File: src/include/memstage_params.svh
`ifndef MEMSTAGE_PARAMS_SVH
`define MEMSTAGE_PARAMS_SVH

////////////////////////////////////////
// cache geometry
////////////////////////////////////////

// sets per level, two ways each and one word per line.
`define L1_SETS 4
`define L2_SETS 16

////////////////////////////////////////
// backing store
////////////////////////////////////////

// depth in 32-bit words.
`define MEM_WORDS 1024

// cycles from req to ack.
`define MEM_LATENCY 4

`endif
File: src/design/memStagePkg.sv
`include "memstage_params.svh"

package memStagePkg;

    localparam int offsetW  = 2;
    localparam int l1IndexW = $clog2(`L1_SETS);
    localparam int l2IndexW = $clog2(`L2_SETS);
    localparam int l1TagW   = 32 - l1IndexW - offsetW;
    localparam int l2TagW   = 32 - l2IndexW - offsetW;

    // writeback mux select, memResult marks a load.
    typedef enum logic [1:0] {
        aluResult = 2'b00,
        memResult = 2'b01,
        pcPlus4   = 2'b10
    } resultSrcT;

    // low two bits of funct3, bit 2 selects an unsigned load.
    typedef enum logic [1:0] {
        sizeByte = 2'b00,
        sizeHalf = 2'b01,
        sizeWord = 2'b10
    } accessSizeT;

    // one address word, split differently by each cache level.
    typedef union packed {
        logic [31:0] word;
        struct packed {
            logic [l1TagW-1:0]   tag;
            logic [l1IndexW-1:0] index;
            logic [offsetW-1:0]  offset;
        } l1View;
        struct packed {
            logic [l2TagW-1:0]   tag;
            logic [l2IndexW-1:0] index;
            logic [offsetW-1:0]  offset;
        } l2View;
    } memAddrU;

endpackage

File: src/design/l1Cache.sv
`timescale 1ns/1ps
`include "memstage_params.svh"

module l1Cache (
    input  logic                   clk,
    input  logic                   rstN,
    input  memStagePkg::resultSrcT resultSrc,
    input  logic                   memWrite,
    input  logic [31:0]            addr,
    input  logic [31:0]            wData,
    input  logic [2:0]             funct3,
    output logic [31:0]            readData,
    output logic                   stall,
    output logic                   l2Req,
    output logic                   l2Write,
    output logic [31:0]            l2Addr,
    output logic [31:0]            l2WData,
    input  logic                   l2Ack,
    input  logic [31:0]            l2RData
);
    import memStagePkg::*;

    localparam logic [1:0] sIdle      = 2'd0;
    localparam logic [1:0] sWriteback = 2'd1;
    localparam logic [1:0] sFill      = 2'd2;
    localparam logic [1:0] sDropAck   = 2'd3;

    memAddrU             addrU;
    logic [l1IndexW-1:0] idx;
    logic [l1TagW-1:0]   tag;
    logic [offsetW-1:0]  offset;
    accessSizeT          size;

    logic [l1TagW-1:0] tagArr  [2][`L1_SETS];
    logic [31:0]       dataArr [2][`L1_SETS];
    logic [1:0]        validBits [`L1_SETS];
    logic [1:0]        dirtyBits [`L1_SETS];
    logic [`L1_SETS-1:0] lru;

    logic        isLoad;
    logic        access;
    logic [1:0]  wayHit;
    logic        hit;
    logic        hitWay;
    logic        victim;
    logic        victimDirty;
    logic [31:0] lineData;
    logic [31:0] storeWord;
    logic [7:0]  byteLane;
    logic [15:0] halfLane;
    logic [1:0]  state;

    ////////////////////////////////////////
    // lookup
    ////////////////////////////////////////

    assign addrU.word = addr;
    assign idx        = addrU.l1View.index;
    assign tag        = addrU.l1View.tag;
    assign offset     = addrU.l1View.offset;
    assign size       = accessSizeT'(funct3[1:0]);

    assign isLoad = (resultSrc == memResult);
    assign access = isLoad || memWrite;

    always_comb begin
        for (int w = 0; w < 2; w++) begin
            wayHit[w] = validBits[idx][w] && (tagArr[w][idx] == tag);
        end
    end

    assign hit      = |wayHit;
    assign hitWay   = wayHit[1];
    assign lineData = dataArr[hitWay][idx];
    assign stall    = access && !hit;

    // an empty way is used before the lru way is evicted.
    assign victim      = !validBits[idx][0] ? 1'b0 :
                         !validBits[idx][1] ? 1'b1 : lru[idx];
    assign victimDirty = validBits[idx][victim] && dirtyBits[idx][victim];

    ////////////////////////////////////////
    // lane alignment
    ////////////////////////////////////////

    assign byteLane = lineData[{offset, 3'b000} +: 8];
    assign halfLane = lineData[{offset[1], 4'b0000} +: 16];

    always_comb begin
        case (size)
            sizeByte: readData = funct3[2] ? {24'b0, byteLane} : {{24{byteLane[7]}}, byteLane};
            sizeHalf: readData = funct3[2] ? {16'b0, halfLane} : {{16{halfLane[15]}}, halfLane};
            default:  readData = lineData;
        endcase
    end

    always_comb begin
        storeWord = lineData;
        case (size)
            sizeByte: storeWord[{offset, 3'b000} +: 8] = wData[7:0];
            sizeHalf: storeWord[{offset[1], 4'b0000} +: 16] = wData[15:0];
            default:  storeWord = wData;
        endcase
    end

    ////////////////////////////////////////
    // miss handling
    ////////////////////////////////////////

    assign l2Req   = (state == sWriteback) || (state == sFill);
    assign l2Write = (state == sWriteback);
    assign l2Addr  = l2Write ? {tagArr[victim][idx], idx, 2'b00} : {addr[31:2], 2'b00};
    assign l2WData = dataArr[victim][idx];

    always_ff @(posedge clk or negedge rstN) begin
        if (!rstN) begin
            state <= sIdle;
            lru   <= '0;
            for (int s = 0; s < `L1_SETS; s++) begin
                validBits[s] <= 2'b00;
                dirtyBits[s] <= 2'b00;
            end
        end else begin
            // hits also complete while the fill ack is still dropping.
            if (access && hit) begin
                lru[idx] <= ~hitWay;
                if (memWrite) begin
                    dirtyBits[idx][hitWay] <= 1'b1;
                end
            end
            case (state)
                sIdle: begin
                    if (access && !hit) begin
                        state <= victimDirty ? sWriteback : sFill;
                    end
                end
                sWriteback: begin
                    if (l2Ack) begin
                        dirtyBits[idx][victim] <= 1'b0;
                        state                  <= sDropAck;
                    end
                end
                sFill: begin
                    if (l2Ack) begin
                        validBits[idx][victim] <= 1'b1;
                        dirtyBits[idx][victim] <= 1'b0;
                        state                  <= sDropAck;
                    end
                end
                default: begin
                    if (!l2Ack) begin
                        state <= sIdle;
                    end
                end
            endcase
        end
    end

    always_ff @(posedge clk) begin
        if (access && hit && memWrite) begin
            dataArr[hitWay][idx] <= storeWord;
        end else if (state == sFill && l2Ack) begin
            dataArr[victim][idx] <= l2RData;
            tagArr[victim][idx]  <= tag;
        end
    end

endmodule

File: config.mk
export PLATFORM = sky130hd
export DESIGN_NAME = l1Cache
export DESIGN_NICKNAME = d
export VERILOG_FILES = /design/src/design/memStagePkg.sv /design/src/design/l1Cache.sv
export VERILOG_INCLUDE_DIRS = /design/src /design/src/include
export SDC_FILE = /design/constraint.sdc
export NUM_CORES = 1
export LEC_CHECK = 0
export BUFFER_PORTS_ARGS = -buffer_cell sky130_fd_sc_hd__buf_2
export CORE_ASPECT_RATIO = 0.9
export CORE_MARGIN = 2
export CORE_UTILIZATION = 35
export DETAILED_ROUTE_END_ITERATION = 10
export PLACE_DENSITY = 0.49
export SLEW_MARGIN = 0
export SYNTH_ARGS = -nofsm -noshare
export SYNTH_HDL_FRONTEND = slang
export SYNTH_SLANG_ARGS = --single-unit
File: constraint.sdc
create_clock -name clk -period 6.1 [get_ports clk]
set_input_delay 0.61 -clock clk [delete_from_list [all_inputs] [get_ports clk]]
set_output_delay 0.61 -clock clk [all_outputs]
set_load 0.01 [all_outputs]
==> metrics <==
crit end category output pin; Avg Cell Area, Syn 13.87 µm²; register area 14960 µm²; final non-filler cell total 2948; Crit-path slowest cell a2111oi_0; Hold WC Path Type in -> reg; area grow syn2layout 18.09%; WP data arrival 5.04 ns; max_slew headroom 0.09916; Setup WS pre-CTS 0.4932 ns; delay of the slowest cell on the worst path 0.60 ns; largest family of logic cells by synthesized area multiplexers; Clock Latency Late Sink 0.62 ns; fin crit share 0.9269; post-CTS setup buffer count 0; vias in the first global route 17139; total gr overflow 0; Routed wire per std cell 26.78 µm; top cell type's share of synthesized area 0.5950; largest net degree at the start of global routing 58; Max-Cap Viols 0; initial antenna violation count 2; RePlAce Congestion 0.8957; area post-placement 26700 µm²; drt pass-1 iters 10; layout filler cell count 6403; multi-input gate area in the final layout 8722 µm²; synthesized-area fraction occupied by xor and xnor cells 0.01699; Synth Area in Adders 0.004649; Tot GR Track Use 0.2186; ANT nets after route 0; final hold vios 0; most frequent cells in the layout edfxtp_1, buf_2, nor2_1; ys flop type edfxtp_1; Initial Util 0.3534; cts hold-fix bufs 1; Clock Skew 0.03408 ns; post-route cell area 28610 µm²; total die area 71340 µm²; first-pass GRT wire length 114.9 mm; Reg2Reg Setup Slack 1.59 ns; Hold Path End tagArr[1][31]$_DFFE_PP_; Num CTS Buffers 56; Routed WL 78.95 mm; Syn Std Cell Area 24220 µm²; Seq/Total Area, Yosys 0.6177; Final setup violation count 0; CP required 5.49 ns; area share of and/or/nand/nor cells after synthesis 0.07381; fin nets 2083; final core occ 0.4173; Cell Pwr Density 353.0 nW/µm²; Hold Path Cell Cnt 1; outcome completed; Vias/cell 5.773; mux cell area share after synthesis 0.1360; FFs w/ async S/R, synth 0.04382; crit path launch type input pin; Tmin final 5.654 ns; Hold WS 0.3286 ns; Leak Pwr 9.841 nW; EDFF count, synth 480; VDD IR-drop max 239.6 µV; Post-CTS Resized 0; setup_tns 0 ns; Rows 91; commonest non-fill, non-tap cell in the layout edfxtp_1; H-tree depth 2; CTS Sinks 502; Crit Path Max Fanout 51; # IOs 204; post-synthesis compound-gate area fraction 0.1223; crit-path cells clkbuf_8 > mux2i_1 > o22ai_1 > a2111oi_0 > o211a_1 > nand4_4 > nor2_4 > buf_12 > mux4_2 > mux2i_1 > nor2_1 > or3_1 > buf_2; synthesized flop and latch total 502; total number of vias 17018; RSZ-0062 raised after global routing false; DRT iter0 DRCs 1853; Worst path most repeated cell mux2i_1; crit path kind in -> out; CTS tree built; hold_sp addr[7]; share of layout cells above drive strength 1 0.2639; biggest area consumer among synthesized cells edfxtp_1; Buffers on Ports 201; Yosys cell types 72; DRC violations left 0; CTS max path bufs 3; top cells by area, synth edfxtp_1, mux4_2, mux2i_1, a22oi_1, nor2_1; Reg clk slew, reported paths 0.06 ns; total power 10.10 mW; Least-Margin Pin Slew 1.337 ns; Post-Syn Instances 1747; Max Freq 0.1769 GHz; Core Box Area 68540 µm²; launching point of the worst reg2reg path tagArr[1][49]$_DFFE_PP_; Final Max Slew Viols 0; CTS root buffer clkbuf_16; R2R depth 11; Reg-to-Reg End dataArr[0][77]$_DFFE_PP_; synth warn 0; post-route setup slack 0.4460 ns; post-DP HPWL 52.78 mm; placed cells 2840; die height 253.6 µm; Die X 281.3 µm
==> cells in the mapped netlist, types with 19 or more instances <==
| master | number |
|---|---|
| edfxtp_1 | 480 |
| nor2_1 | 160 |
| mux2i_1 | 112 |
| nand2_1 | 108 |
| a21oi_1 | 98 |
| a22oi_1 | 88 |
| mux4_2 | 82 |
| clkbuf_1 | 77 |
| a31oi_1 | 42 |
| xnor2_1 | 40 |
| nor3_1 | 34 |
| o21ai_0 | 32 |
| nand3_1 | 29 |
| nand4_1 | 25 |
| a22o_1 | 23 |
| dfrtp_1 | 22 |
| mux2_2 | 20 |
| buf_2 | 19 |
==> worst max-delay path: cells and delay by family <==
kind,cells,cell delay (ns)
mux,3,1.45
compound gates,3,1.06
simple gates,4,0.99
buf+inv,3,0.88
==> power breakdown <==
part / internal [mW] / total [mW] / switching, mW
Sequential: 4.12 / 4.19 / 0.0688
Combinational: 0.791 / 2.42 / 1.63
Clock: 2.05 / 3.49 / 1.44
Total: 6.96 / 10.1 / 3.13
==> state kept, by name, indices dropped and copies added (netlist names) <==
name / cells
dataArr: 256
dirtyBits: 8
lru: 4
state: 2
tagArr: 224
validBits: 8
==> layer usage <==
layer / part of all wire / GRT usage / vias up / wire length, µm
li1: - / - / 7448 / -
met5: 0 / 0 / - / 0
met2: 0.47 / 0.3460 / 723 / 36840
met1: 0.44 / 0.3088 / 8716 / 34430
met3: 0.066 / 0.03227 / 131 / 5213
met4: 0.031 / 0.07264 / 0 / 2467
==> how the worst max path moves through the flow <==
| stage | start | endpoint | slack, ns |
|---|---|---|---|
| final | addr[3] | readData[10] | 0.45 |
| after global placement | addr[3] | readData[13] | 0.56 |
| after CTS | addr[3] | readData[10] | 0.49 |
| after global routing | addr[3] | readData[10] | 0.27 |
| after floorplan | addr[2] | tagArr[0][0]$_DFFE_PP_ | 0.43 |
| after detailed placement | addr[3] | readData[13] | 0.49 |
==> logic make-up (layout without fill, tap and decap cells) <==
group	after synthesis	in the layout
flip-flops	502	502
adder cells (fa/ha/maj)	9	9
AO/OA/AOI/OAI	421	421
multiplexers	221	221
buffers and inverters	145	413
XOR/XNOR	47	47
other	1	4
AND/OR/NAND/NOR	401	401
==> layout make-up <==
cell class                 count  share of cell area
tap                          930             0.04068
clock buffer                  62             0.05052
clock inverter                43             0.01561
inverter                      18            0.002362
sequential                   502              0.5231
antenna                        2           0.0001750
timing repair buffer         290             0.06263
multi-input combinational   1101              0.3049
Note: power is estimated with default switching activity, not from simulation.
