**config.mk**
```make
export PLATFORM = sky130hd
export DESIGN_NAME = l2Cache
export DESIGN_NICKNAME = d
export VERILOG_FILES = /design/src/design/memStagePkg.sv /design/src/design/l2Cache.sv
export VERILOG_INCLUDE_DIRS = /design/src /design/src/include
export SDC_FILE = /design/constraint.sdc
export NUM_CORES = 2
export LEC_CHECK = 0
export BUFFER_PORTS_ARGS = -buffer_cell sky130_fd_sc_hd__buf_4
export CAP_MARGIN = 20
export CORE_ASPECT_RATIO = 0.8
export CORE_MARGIN = 1.5
export CORE_UTILIZATION = 30
export CTS_BUF_LIST = sky130_fd_sc_hd__clkbuf_8
export DETAILED_ROUTE_END_ITERATION = 8
export PLACE_DENSITY = 0.48
export SLEW_MARGIN = 40
export SYNTH_ARGS = -nofsm -noshare
export SYNTH_HDL_FRONTEND = slang
export SYNTH_SLANG_ARGS = --single-unit
```
**constraint.sdc**
```tcl
create_clock -name clk -period 18.1 [get_ports clk]
set_input_delay 1.81 -clock clk [delete_from_list [all_inputs] [get_ports clk]]
set_output_delay 1.81 -clock clk [all_outputs]
set_load 0.05 [all_outputs]
```
**src/include/memstage_params.svh**
```systemverilog
`ifndef MEMSTAGE_PARAMS_SVH
`define MEMSTAGE_PARAMS_SVH

////////////////////////////////////////
// cache geometry
////////////////////////////////////////

// sets per level, two ways each and one word per line.
`define L1_SETS 4
`define L2_SETS 16

////////////////////////////////////////
// backing store
////////////////////////////////////////

// depth in 32-bit words.
`define MEM_WORDS 1024

// cycles from req to ack.
`define MEM_LATENCY 4

`endif
```
**src/design/memStagePkg.sv**
```systemverilog
`include "memstage_params.svh"

package memStagePkg;

    localparam int offsetW  = 2;
    localparam int l1IndexW = $clog2(`L1_SETS);
    localparam int l2IndexW = $clog2(`L2_SETS);
    localparam int l1TagW   = 32 - l1IndexW - offsetW;
    localparam int l2TagW   = 32 - l2IndexW - offsetW;

    // writeback mux select, memResult marks a load.
    typedef enum logic [1:0] {
        aluResult = 2'b00,
        memResult = 2'b01,
        pcPlus4   = 2'b10
    } resultSrcT;

    // low two bits of funct3, bit 2 selects an unsigned load.
    typedef enum logic [1:0] {
        sizeByte = 2'b00,
        sizeHalf = 2'b01,
        sizeWord = 2'b10
    } accessSizeT;

    // one address word, split differently by each cache level.
    typedef union packed {
        logic [31:0] word;
        struct packed {
            logic [l1TagW-1:0]   tag;
            logic [l1IndexW-1:0] index;
            logic [offsetW-1:0]  offset;
        } l1View;
        struct packed {
            logic [l2TagW-1:0]   tag;
            logic [l2IndexW-1:0] index;
            logic [offsetW-1:0]  offset;
        } l2View;
    } memAddrU;

endpackage

```
**src/design/l2Cache.sv**
```systemverilog
`timescale 1ns/1ps
`include "memstage_params.svh"

module l2Cache (
    input  logic        clk,
    input  logic        rstN,
    input  logic        req,
    input  logic        write,
    input  logic [31:0] addr,
    input  logic [31:0] wData,
    output logic        ack,
    output logic [31:0] rData,
    output logic        memReq,
    output logic        memWrite,
    output logic [31:0] memAddr,
    output logic [31:0] memWData,
    input  logic        memAck,
    input  logic [31:0] memRData
);
    import memStagePkg::*;

    localparam logic [2:0] sIdle      = 3'd0;
    localparam logic [2:0] sWriteback = 3'd1;
    localparam logic [2:0] sFill      = 3'd2;
    localparam logic [2:0] sMemDrop   = 3'd3;
    localparam logic [2:0] sAck       = 3'd4;

    memAddrU             addrU;
    logic [l2IndexW-1:0] idx;
    logic [l2TagW-1:0]   tag;

    logic [l2TagW-1:0] tagArr  [2][`L2_SETS];
    logic [31:0]       dataArr [2][`L2_SETS];
    logic [1:0]        validBits [`L2_SETS];
    logic [1:0]        dirtyBits [`L2_SETS];
    logic [`L2_SETS-1:0] lru;

    logic [1:0] wayHit;
    logic       hit;
    logic       hitWay;
    logic       victim;
    logic       victimDirty;
    logic       tgtWay;
    logic       storeNow;
    logic [2:0] state;

    assign addrU.word = addr;
    assign idx        = addrU.l2View.index;
    assign tag        = addrU.l2View.tag;

    always_comb begin
        for (int w = 0; w < 2; w++) begin
            wayHit[w] = validBits[idx][w] && (tagArr[w][idx] == tag);
        end
    end

    assign hit         = |wayHit;
    assign hitWay      = wayHit[1];
    assign victim      = !validBits[idx][0] ? 1'b0 :
                         !validBits[idx][1] ? 1'b1 : lru[idx];
    assign victimDirty = validBits[idx][victim] && dirtyBits[idx][victim];
    assign tgtWay      = hit ? hitWay : victim;

    // whole words from L1 land without a fetch once the victim is clean.
    assign storeNow = (state == sIdle) && req && write && (hit || !victimDirty);

    assign ack      = (state == sAck);
    assign memReq   = (state == sWriteback) || (state == sFill);
    assign memWrite = (state == sWriteback);
    assign memAddr  = memWrite ? {tagArr[victim][idx], idx, 2'b00} : {addr[31:2], 2'b00};
    assign memWData = dataArr[victim][idx];

    always_ff @(posedge clk or negedge rstN) begin
        if (!rstN) begin
            state <= sIdle;
            lru   <= '0;
            for (int s = 0; s < `L2_SETS; s++) begin
                validBits[s] <= 2'b00;
                dirtyBits[s] <= 2'b00;
            end
        end else begin
            case (state)
                sIdle: begin
                    if (storeNow) begin
                        validBits[idx][tgtWay] <= 1'b1;
                        dirtyBits[idx][tgtWay] <= 1'b1;
                        lru[idx]               <= ~tgtWay;
                        state                  <= sAck;
                    end else if (req && hit) begin
                        lru[idx] <= ~hitWay;
                        state    <= sAck;
                    end else if (req) begin
                        state <= victimDirty ? sWriteback : sFill;
                    end
                end
                sWriteback: begin
                    if (memAck) begin
                        dirtyBits[idx][victim] <= 1'b0;
                        state                  <= sMemDrop;
                    end
                end
                sFill: begin
                    if (memAck) begin
                        validBits[idx][victim] <= 1'b1;
                        dirtyBits[idx][victim] <= 1'b0;
                        state                  <= sMemDrop;
                    end
                end
                // back to idle, where the request is looked up again.
                sMemDrop: begin
                    if (!memAck) begin
                        state <= sIdle;
                    end
                end
                default: begin
                    if (!req) begin
                        state <= sIdle;
                    end
                end
            endcase
        end
    end

    always_ff @(posedge clk) begin
        if (storeNow) begin
            dataArr[tgtWay][idx] <= wData;
            tagArr[tgtWay][idx]  <= tag;
        end else if (state == sFill && memAck) begin
            dataArr[victim][idx] <= memRData;
            tagArr[victim][idx]  <= tag;
        end
        if (state == sIdle && req && hit && !write) begin
            rData <= dataArr[hitWay][idx];
        end
    end

endmodule

```
==> report_table.html <==
<table>
<tr><th>Metric</th><th>Value</th></tr>
<tr><th colspan="2">Outcome</th></tr>
<tr><td>Outcome</td><td>finished with violations</td></tr>
<tr><td>Failing checks</td><td>DRC</td></tr>
<tr><th colspan="2">Job</th></tr>
<tr><td>Total of max-cap violations</td><td>0</td></tr>
<tr><th colspan="2">Setup path</th></tr>
<tr><td>Maximum fanout along the worst path</td><td>102</td></tr>
<tr><td>Crit Path Category</td><td>in -&gt; out</td></tr>
<tr><td>Worst r2r path cells</td><td>13</td></tr>
<tr><td>Kind of capture point of the worst setup path</td><td>output port</td></tr>
<tr><td>Startpoint type of the worst setup path</td><td>input port</td></tr>
<tr><td>Library cell appearing most often on the critical path</td><td>sky130_fd_sc_hd__buf_4</td></tr>
<tr><td>List of cells traversed by the critical path</td><td>buf_8 -&gt; buf_4 -&gt; buf_4 -&gt; mux4_2 -&gt; mux4_2 -&gt; o21ai_4 -&gt; buf_12 -&gt; buf_6 -&gt; buf_6 -&gt; mux2i_1 -&gt; o22ai_1 -&gt; or4_1 -&gt; o311ai_0 -&gt; o31ai_1 -&gt; buf_4</td></tr>
<tr><td>Worst endpoint required time</td><td>16.29 ns</td></tr>
<tr><td>Slowest CP cell</td><td>sky130_fd_sc_hd__buf_4</td></tr>
<tr><td>CP arrival</td><td>8.95 ns</td></tr>
<tr><td>Slowest cell delay on critical path</td><td>0.70 ns</td></tr>
<tr><th colspan="2">Global routing</th></tr>
<tr><td>Global routing met3 resource utilization</td><td>3.901%</td></tr>
<tr><td>Via count of the first global-routing pass</td><td>61060</td></tr>
<tr><td>Overall overflow remaining after global route</td><td>0</td></tr>
<tr><td>Met2 track utilization from global routing</td><td>34.40%</td></tr>
<tr><td>Wire length of the first global-routing pass</td><td>481500 um</td></tr>
<tr><td>Overall global routing resource usage</td><td>22.07%</td></tr>
<tr><td>Largest net degree at the start of global routing</td><td>129</td></tr>
<tr><td>Number of antenna violations at the first check in global routing</td><td>10</td></tr>
<tr><td>Global-route layer with the greatest usage</td><td>met2</td></tr>
<tr><td>Met1 demand-to-capacity share in global routing</td><td>31.07%</td></tr>
<tr><th colspan="2">Synth</th></tr>
<tr><td>Post-synthesis instance total</td><td>6477</td></tr>
<tr><td>Yosys warning total</td><td>0</td></tr>
<tr><td>Per-instance average area after synthesis</td><td>14.02 sq um</td></tr>
<tr><td>Post-Synthesis Cell Area</td><td>90800 sq um</td></tr>
<tr><td>Proportion of synthesized flip-flops having asynchronous set or reset</td><td>4.211%</td></tr>
<tr><td>Distinct cell type count of the synthesized netlist</td><td>77</td></tr>
<tr><td>Leading cell types by total area after synthesis</td><td>sky130_fd_sc_hd__edfxtp_1 62%, sky130_fd_sc_hd__mux2i_1 7.5%, sky130_fd_sc_hd__mux4_2 6.3%</td></tr>
<tr><td>Predominant post-synthesis flop cell</td><td>sky130_fd_sc_hd__edfxtp_1</td></tr>
<tr><td>Number of flops mapped to enable cells by yosys</td><td>1888</td></tr>
<tr><td>Area leader, netlist</td><td>sky130_fd_sc_hd__edfxtp_1</td></tr>
<tr><td>Fraction of synthesized cell area taken by the top area cell type</td><td>62.44%</td></tr>
<tr><td>Part of the Yosys area used for sequential elements</td><td>64.72%</td></tr>
<tr><td>Flip-flop and latch count after synthesis</td><td>1971</td></tr>
<tr><th colspan="2">Floorplanning</th></tr>
<tr><td>Initial Utilization</td><td>30.18%</td></tr>
<tr><td>Core Box Area</td><td>300900 sq um</td></tr>
<tr><td>I/O pins</td><td>200</td></tr>
<tr><td>DIE AREA</td><td>306000 sq um</td></tr>
<tr><td>Number of standard-cell rows in the floorplan</td><td>180</td></tr>
<tr><td>Chip width</td><td>618.1 um</td></tr>
<tr><td>Overall die height</td><td>495.1 um</td></tr>
<tr><th colspan="2">Clocking</th></tr>
<tr><td>Post-CTS Hold Fix Bufs</td><td>0</td></tr>
<tr><td>Source-to-sink clock delay at the later pin of the worst-skew pair</td><td>1.02 ns</td></tr>
<tr><td>Maximum clock insertion buffer count</td><td>4</td></tr>
<tr><td>Number of resized instances in the post-cts repair step</td><td>0</td></tr>
<tr><td>Root buffer cell</td><td>sky130_fd_sc_hd__clkbuf_8</td></tr>
<tr><td>Total clock buffers created by CTS</td><td>344</td></tr>
<tr><td>Total number of clock tree sinks</td><td>1971</td></tr>
<tr><td>Buffer count from post-CTS setup fixing</td><td>0</td></tr>
<tr><td>Clock slew at reported path FFs</td><td>0.05 ns</td></tr>
<tr><td>Maximum level of the CTS H-tree</td><td>5</td></tr>
<tr><td>CTS tree</td><td>yes</td></tr>
<tr><th colspan="2">Place</th></tr>
<tr><td>Final Wtd Congestion</td><td>0.8024</td></tr>
<tr><td>Number of port buffers</td><td>195</td></tr>
<tr><td>Placement-stage worst setup slack</td><td>7.369 ns</td></tr>
<tr><td>Post-DP HPWL</td><td>182500 um</td></tr>
<tr><td>Placed inst area</td><td>96800 sq um</td></tr>
<tr><th colspan="2">Timing</th></tr>
<tr><td>Hold Violations, Final</td><td>0</td></tr>
<tr><td>Achievable frequency</td><td>0.09293 GHz</td></tr>
<tr><td>Aggregate negative setup slack</td><td>0 ns</td></tr>
<tr><td>Setup repair after global routing missed its margin</td><td>no</td></tr>
<tr><td>Count of final max-slew check failures</td><td>0</td></tr>
<tr><td>Worst slew pin tran</td><td>0.9752 ns</td></tr>
<tr><td>Number of failing setup endpoints in the final timing report</td><td>0</td></tr>
<tr><td>Final worst clock skew</td><td>0.1258 ns</td></tr>
<tr><td>Min setup slack post-route</td><td>7.339 ns</td></tr>
<tr><td>Final period utilization</td><td>59.45%</td></tr>
<tr><td>Relative max-transition margin</td><td>34.39%</td></tr>
<tr><td>Post-layout min period</td><td>10.76 ns</td></tr>
<tr><th colspan="2">Routing</th></tr>
<tr><td>Drt drc</td><td>2</td></tr>
<tr><td>First drt pass iteration count</td><td>8</td></tr>
<tr><td>Count of vias placed by the detailed router</td><td>62930</td></tr>
<tr><td>Routed wire length</td><td>348300 um</td></tr>
<tr><td>Number of DRC markers in iteration 0</td><td>7547</td></tr>
<tr><td>Routed length per instance</td><td>31.96 um</td></tr>
<tr><td>Per-cell via count in the routed design</td><td>5.775</td></tr>
<tr><td>Post-detailed-route count of antenna-violating nets</td><td>0</td></tr>
<tr><th colspan="2">Finish</th></tr>
<tr><td>Layout overhead on the synthesized area</td><td>13.65%</td></tr>
<tr><td>Final core utilization</td><td>34.30%</td></tr>
<tr><td>Final instance area</td><td>103200 sq um</td></tr>
<tr><td>Proportion of layout cells with a drive suffix above 1</td><td>17.47%</td></tr>
<tr><td>Final layout net count</td><td>6737</td></tr>
<tr><td>Count of fill cells added during filler insertion</td><td>29120</td></tr>
<tr><th colspan="2">Power and ir drop</th></tr>
<tr><td>Worst VDD drop</td><td>0.0001160 V</td></tr>
<tr><td>Power density over the cells</td><td>115.2 nW/um^2</td></tr>
<tr><td>Leak pwr</td><td>33.68 nW</td></tr>
<tr><th colspan="2">Worst hold path</th></tr>
<tr><td>Worst min-delay path class</td><td>reg -&gt; reg</td></tr>
<tr><td>Hold path depth</td><td>1</td></tr>
</table>
[per-layer routing]
| layer | vias to the layer above | part of all wire, % |
|---|---|---|
| li1 | 25930 | - |
| met1 | 33000 | 43 |
| met2 | 3343 | 45 |
| met3 | 650 | 8.3 |
| met4 | 6 | 3.3 |
| met5 | - | 0.066 |
[critical path, delay by kind of cell]
family | cells | cell delay [ns]
multiplexers | 3 | 1.50
buffers and inverters | 7 | 3.71
AO/OA/AOI/OAI | 4 | 1.02
AND/OR/NAND/NOR | 1 | 0.46
[cells in the mapped netlist (all sizes together), types with 11 or more instances]
cell / n
nor2: 91
o21bai: 33
mux4: 254
edfxtp: 1888
a311o: 128
mux2: 58
o21ai: 91
clkbuf: 328
xnor2: 47
nor3: 11
o22ai: 171
nand2: 1105
a22oi: 16
dfrtp: 83
buf: 246
o311ai: 32
inv: 15
a21oi: 365
nor4: 234
mux2i: 676
a31oi: 136
or4: 32
o31ai: 162
nand3: 11
o41ai: 17
nand4: 134
[where the power goes]
part	leakage (nW)	switching, mW	internal [mW]
clock	3.52	1.92	1.92
combinational	12.1	1.86	0.867
sequential	18.1	0.0613	5.26
total	33.7	3.84	8.05
[cells in the final DEF (no fill, tap or decap), drive strengths merged, types with 5 or more instances in the layout]
cell         n
nand2     1105
or4         32
a31oi      136
o41ai       17
bufinv       8
a21oi      365
edfxtp    1888
dfrtp       83
buf        385
mux2i      676
and2         6
xor2         5
mux4       254
a311o      128
o21ai       91
o31ai      162
o21bai      33
a221oi       6
a211oi       9
nor2        91
and3         5
nand2b       8
nor2b        9
xnor2       47
inv        126
a22oi       16
nand4      134
clkbuf     354
o311ai      32
clkinvlp    11
mux2        58
clkinv     115
nor4       234
nor3        11
nand3       11
diode        7
o211ai       5
o22ai      171
[worst paths after layout]
kind / slack, ns / start / to
hold / removal: 0.47 / validBits[29]$_DFFE_PN0P_ / validBits[29]$_DFFE_PN0P_
min in group asynchronous: 0.94 / rstN / lru[2]$_DFFE_PN0P_
setup reg to reg: 11.01 / tagArr[1][136]$_DFFE_PP_ / tagArr[1][22]$_DFFE_PP_
hold reg to reg: 0.47 / validBits[29]$_DFFE_PN0P_ / validBits[29]$_DFFE_PN0P_
max in group asynchronous: 16.69 / rstN / dirtyBits[30]$_DFFE_PN0P_
setup / recovery: 7.34 / addr[2] / memWData[22]
[stage by stage]
| step | hold WS [ns] | power, mW | std cells |
|---|---|---|---|
| after CTS | 0.4730 | 11.95 | 10880 |
| final | 0.4704 | 11.89 | 10900 |
| after detailed placement | 0.4573 | 8.121 | 10290 |
| after global placement | 0.4529 | 8.088 | 10280 |
| after floorplan | 0.4377 | 7.171 | 6478 |
| after global routing | 0.4806 | 12.31 | 10890 |
[final cells by class]
cell class	count	area (sq um)	share of cell area (%)
Clock inverter	244	1290	1.250
Timing Repair Buffer	386	3458	3.351
Sequential cell	1971	58770	56.95
Multi-Input combinational cell	3917	29720	28.80
Clock buffer	353	4858	4.708
Antenna cell	7	17.52	0.01697
Tap cell	4004	5010	4.855
Inverter	16	72.57	0.07032
[logic make-up (layout without fill, tap and decap cells)]
logic type             Yosys count  in the layout  synth area share (%)
AND/OR/NAND/NOR               1669           1669                 8.281
AO/OA/AOI/OAI                 1206           1206                 8.790
flip-flops                    1971           1971                 64.72
other                            1              9              0.004130
multiplexers                   988            988                 14.47
buffers and inverters          590            999                 3.228
XOR/XNOR                        52             52                0.5016
[sequential cells by signal, summed over array words and instances (netlist names)]
| signal | flops |
|---|---|
| dataArr | 1024 |
| dirtyBits | 32 |
| lru | 16 |
| rData | 32 |
| state | 3 |
| tagArr | 832 |
| validBits | 32 |
No activity file was read; power rests on OpenSTA's default activity.
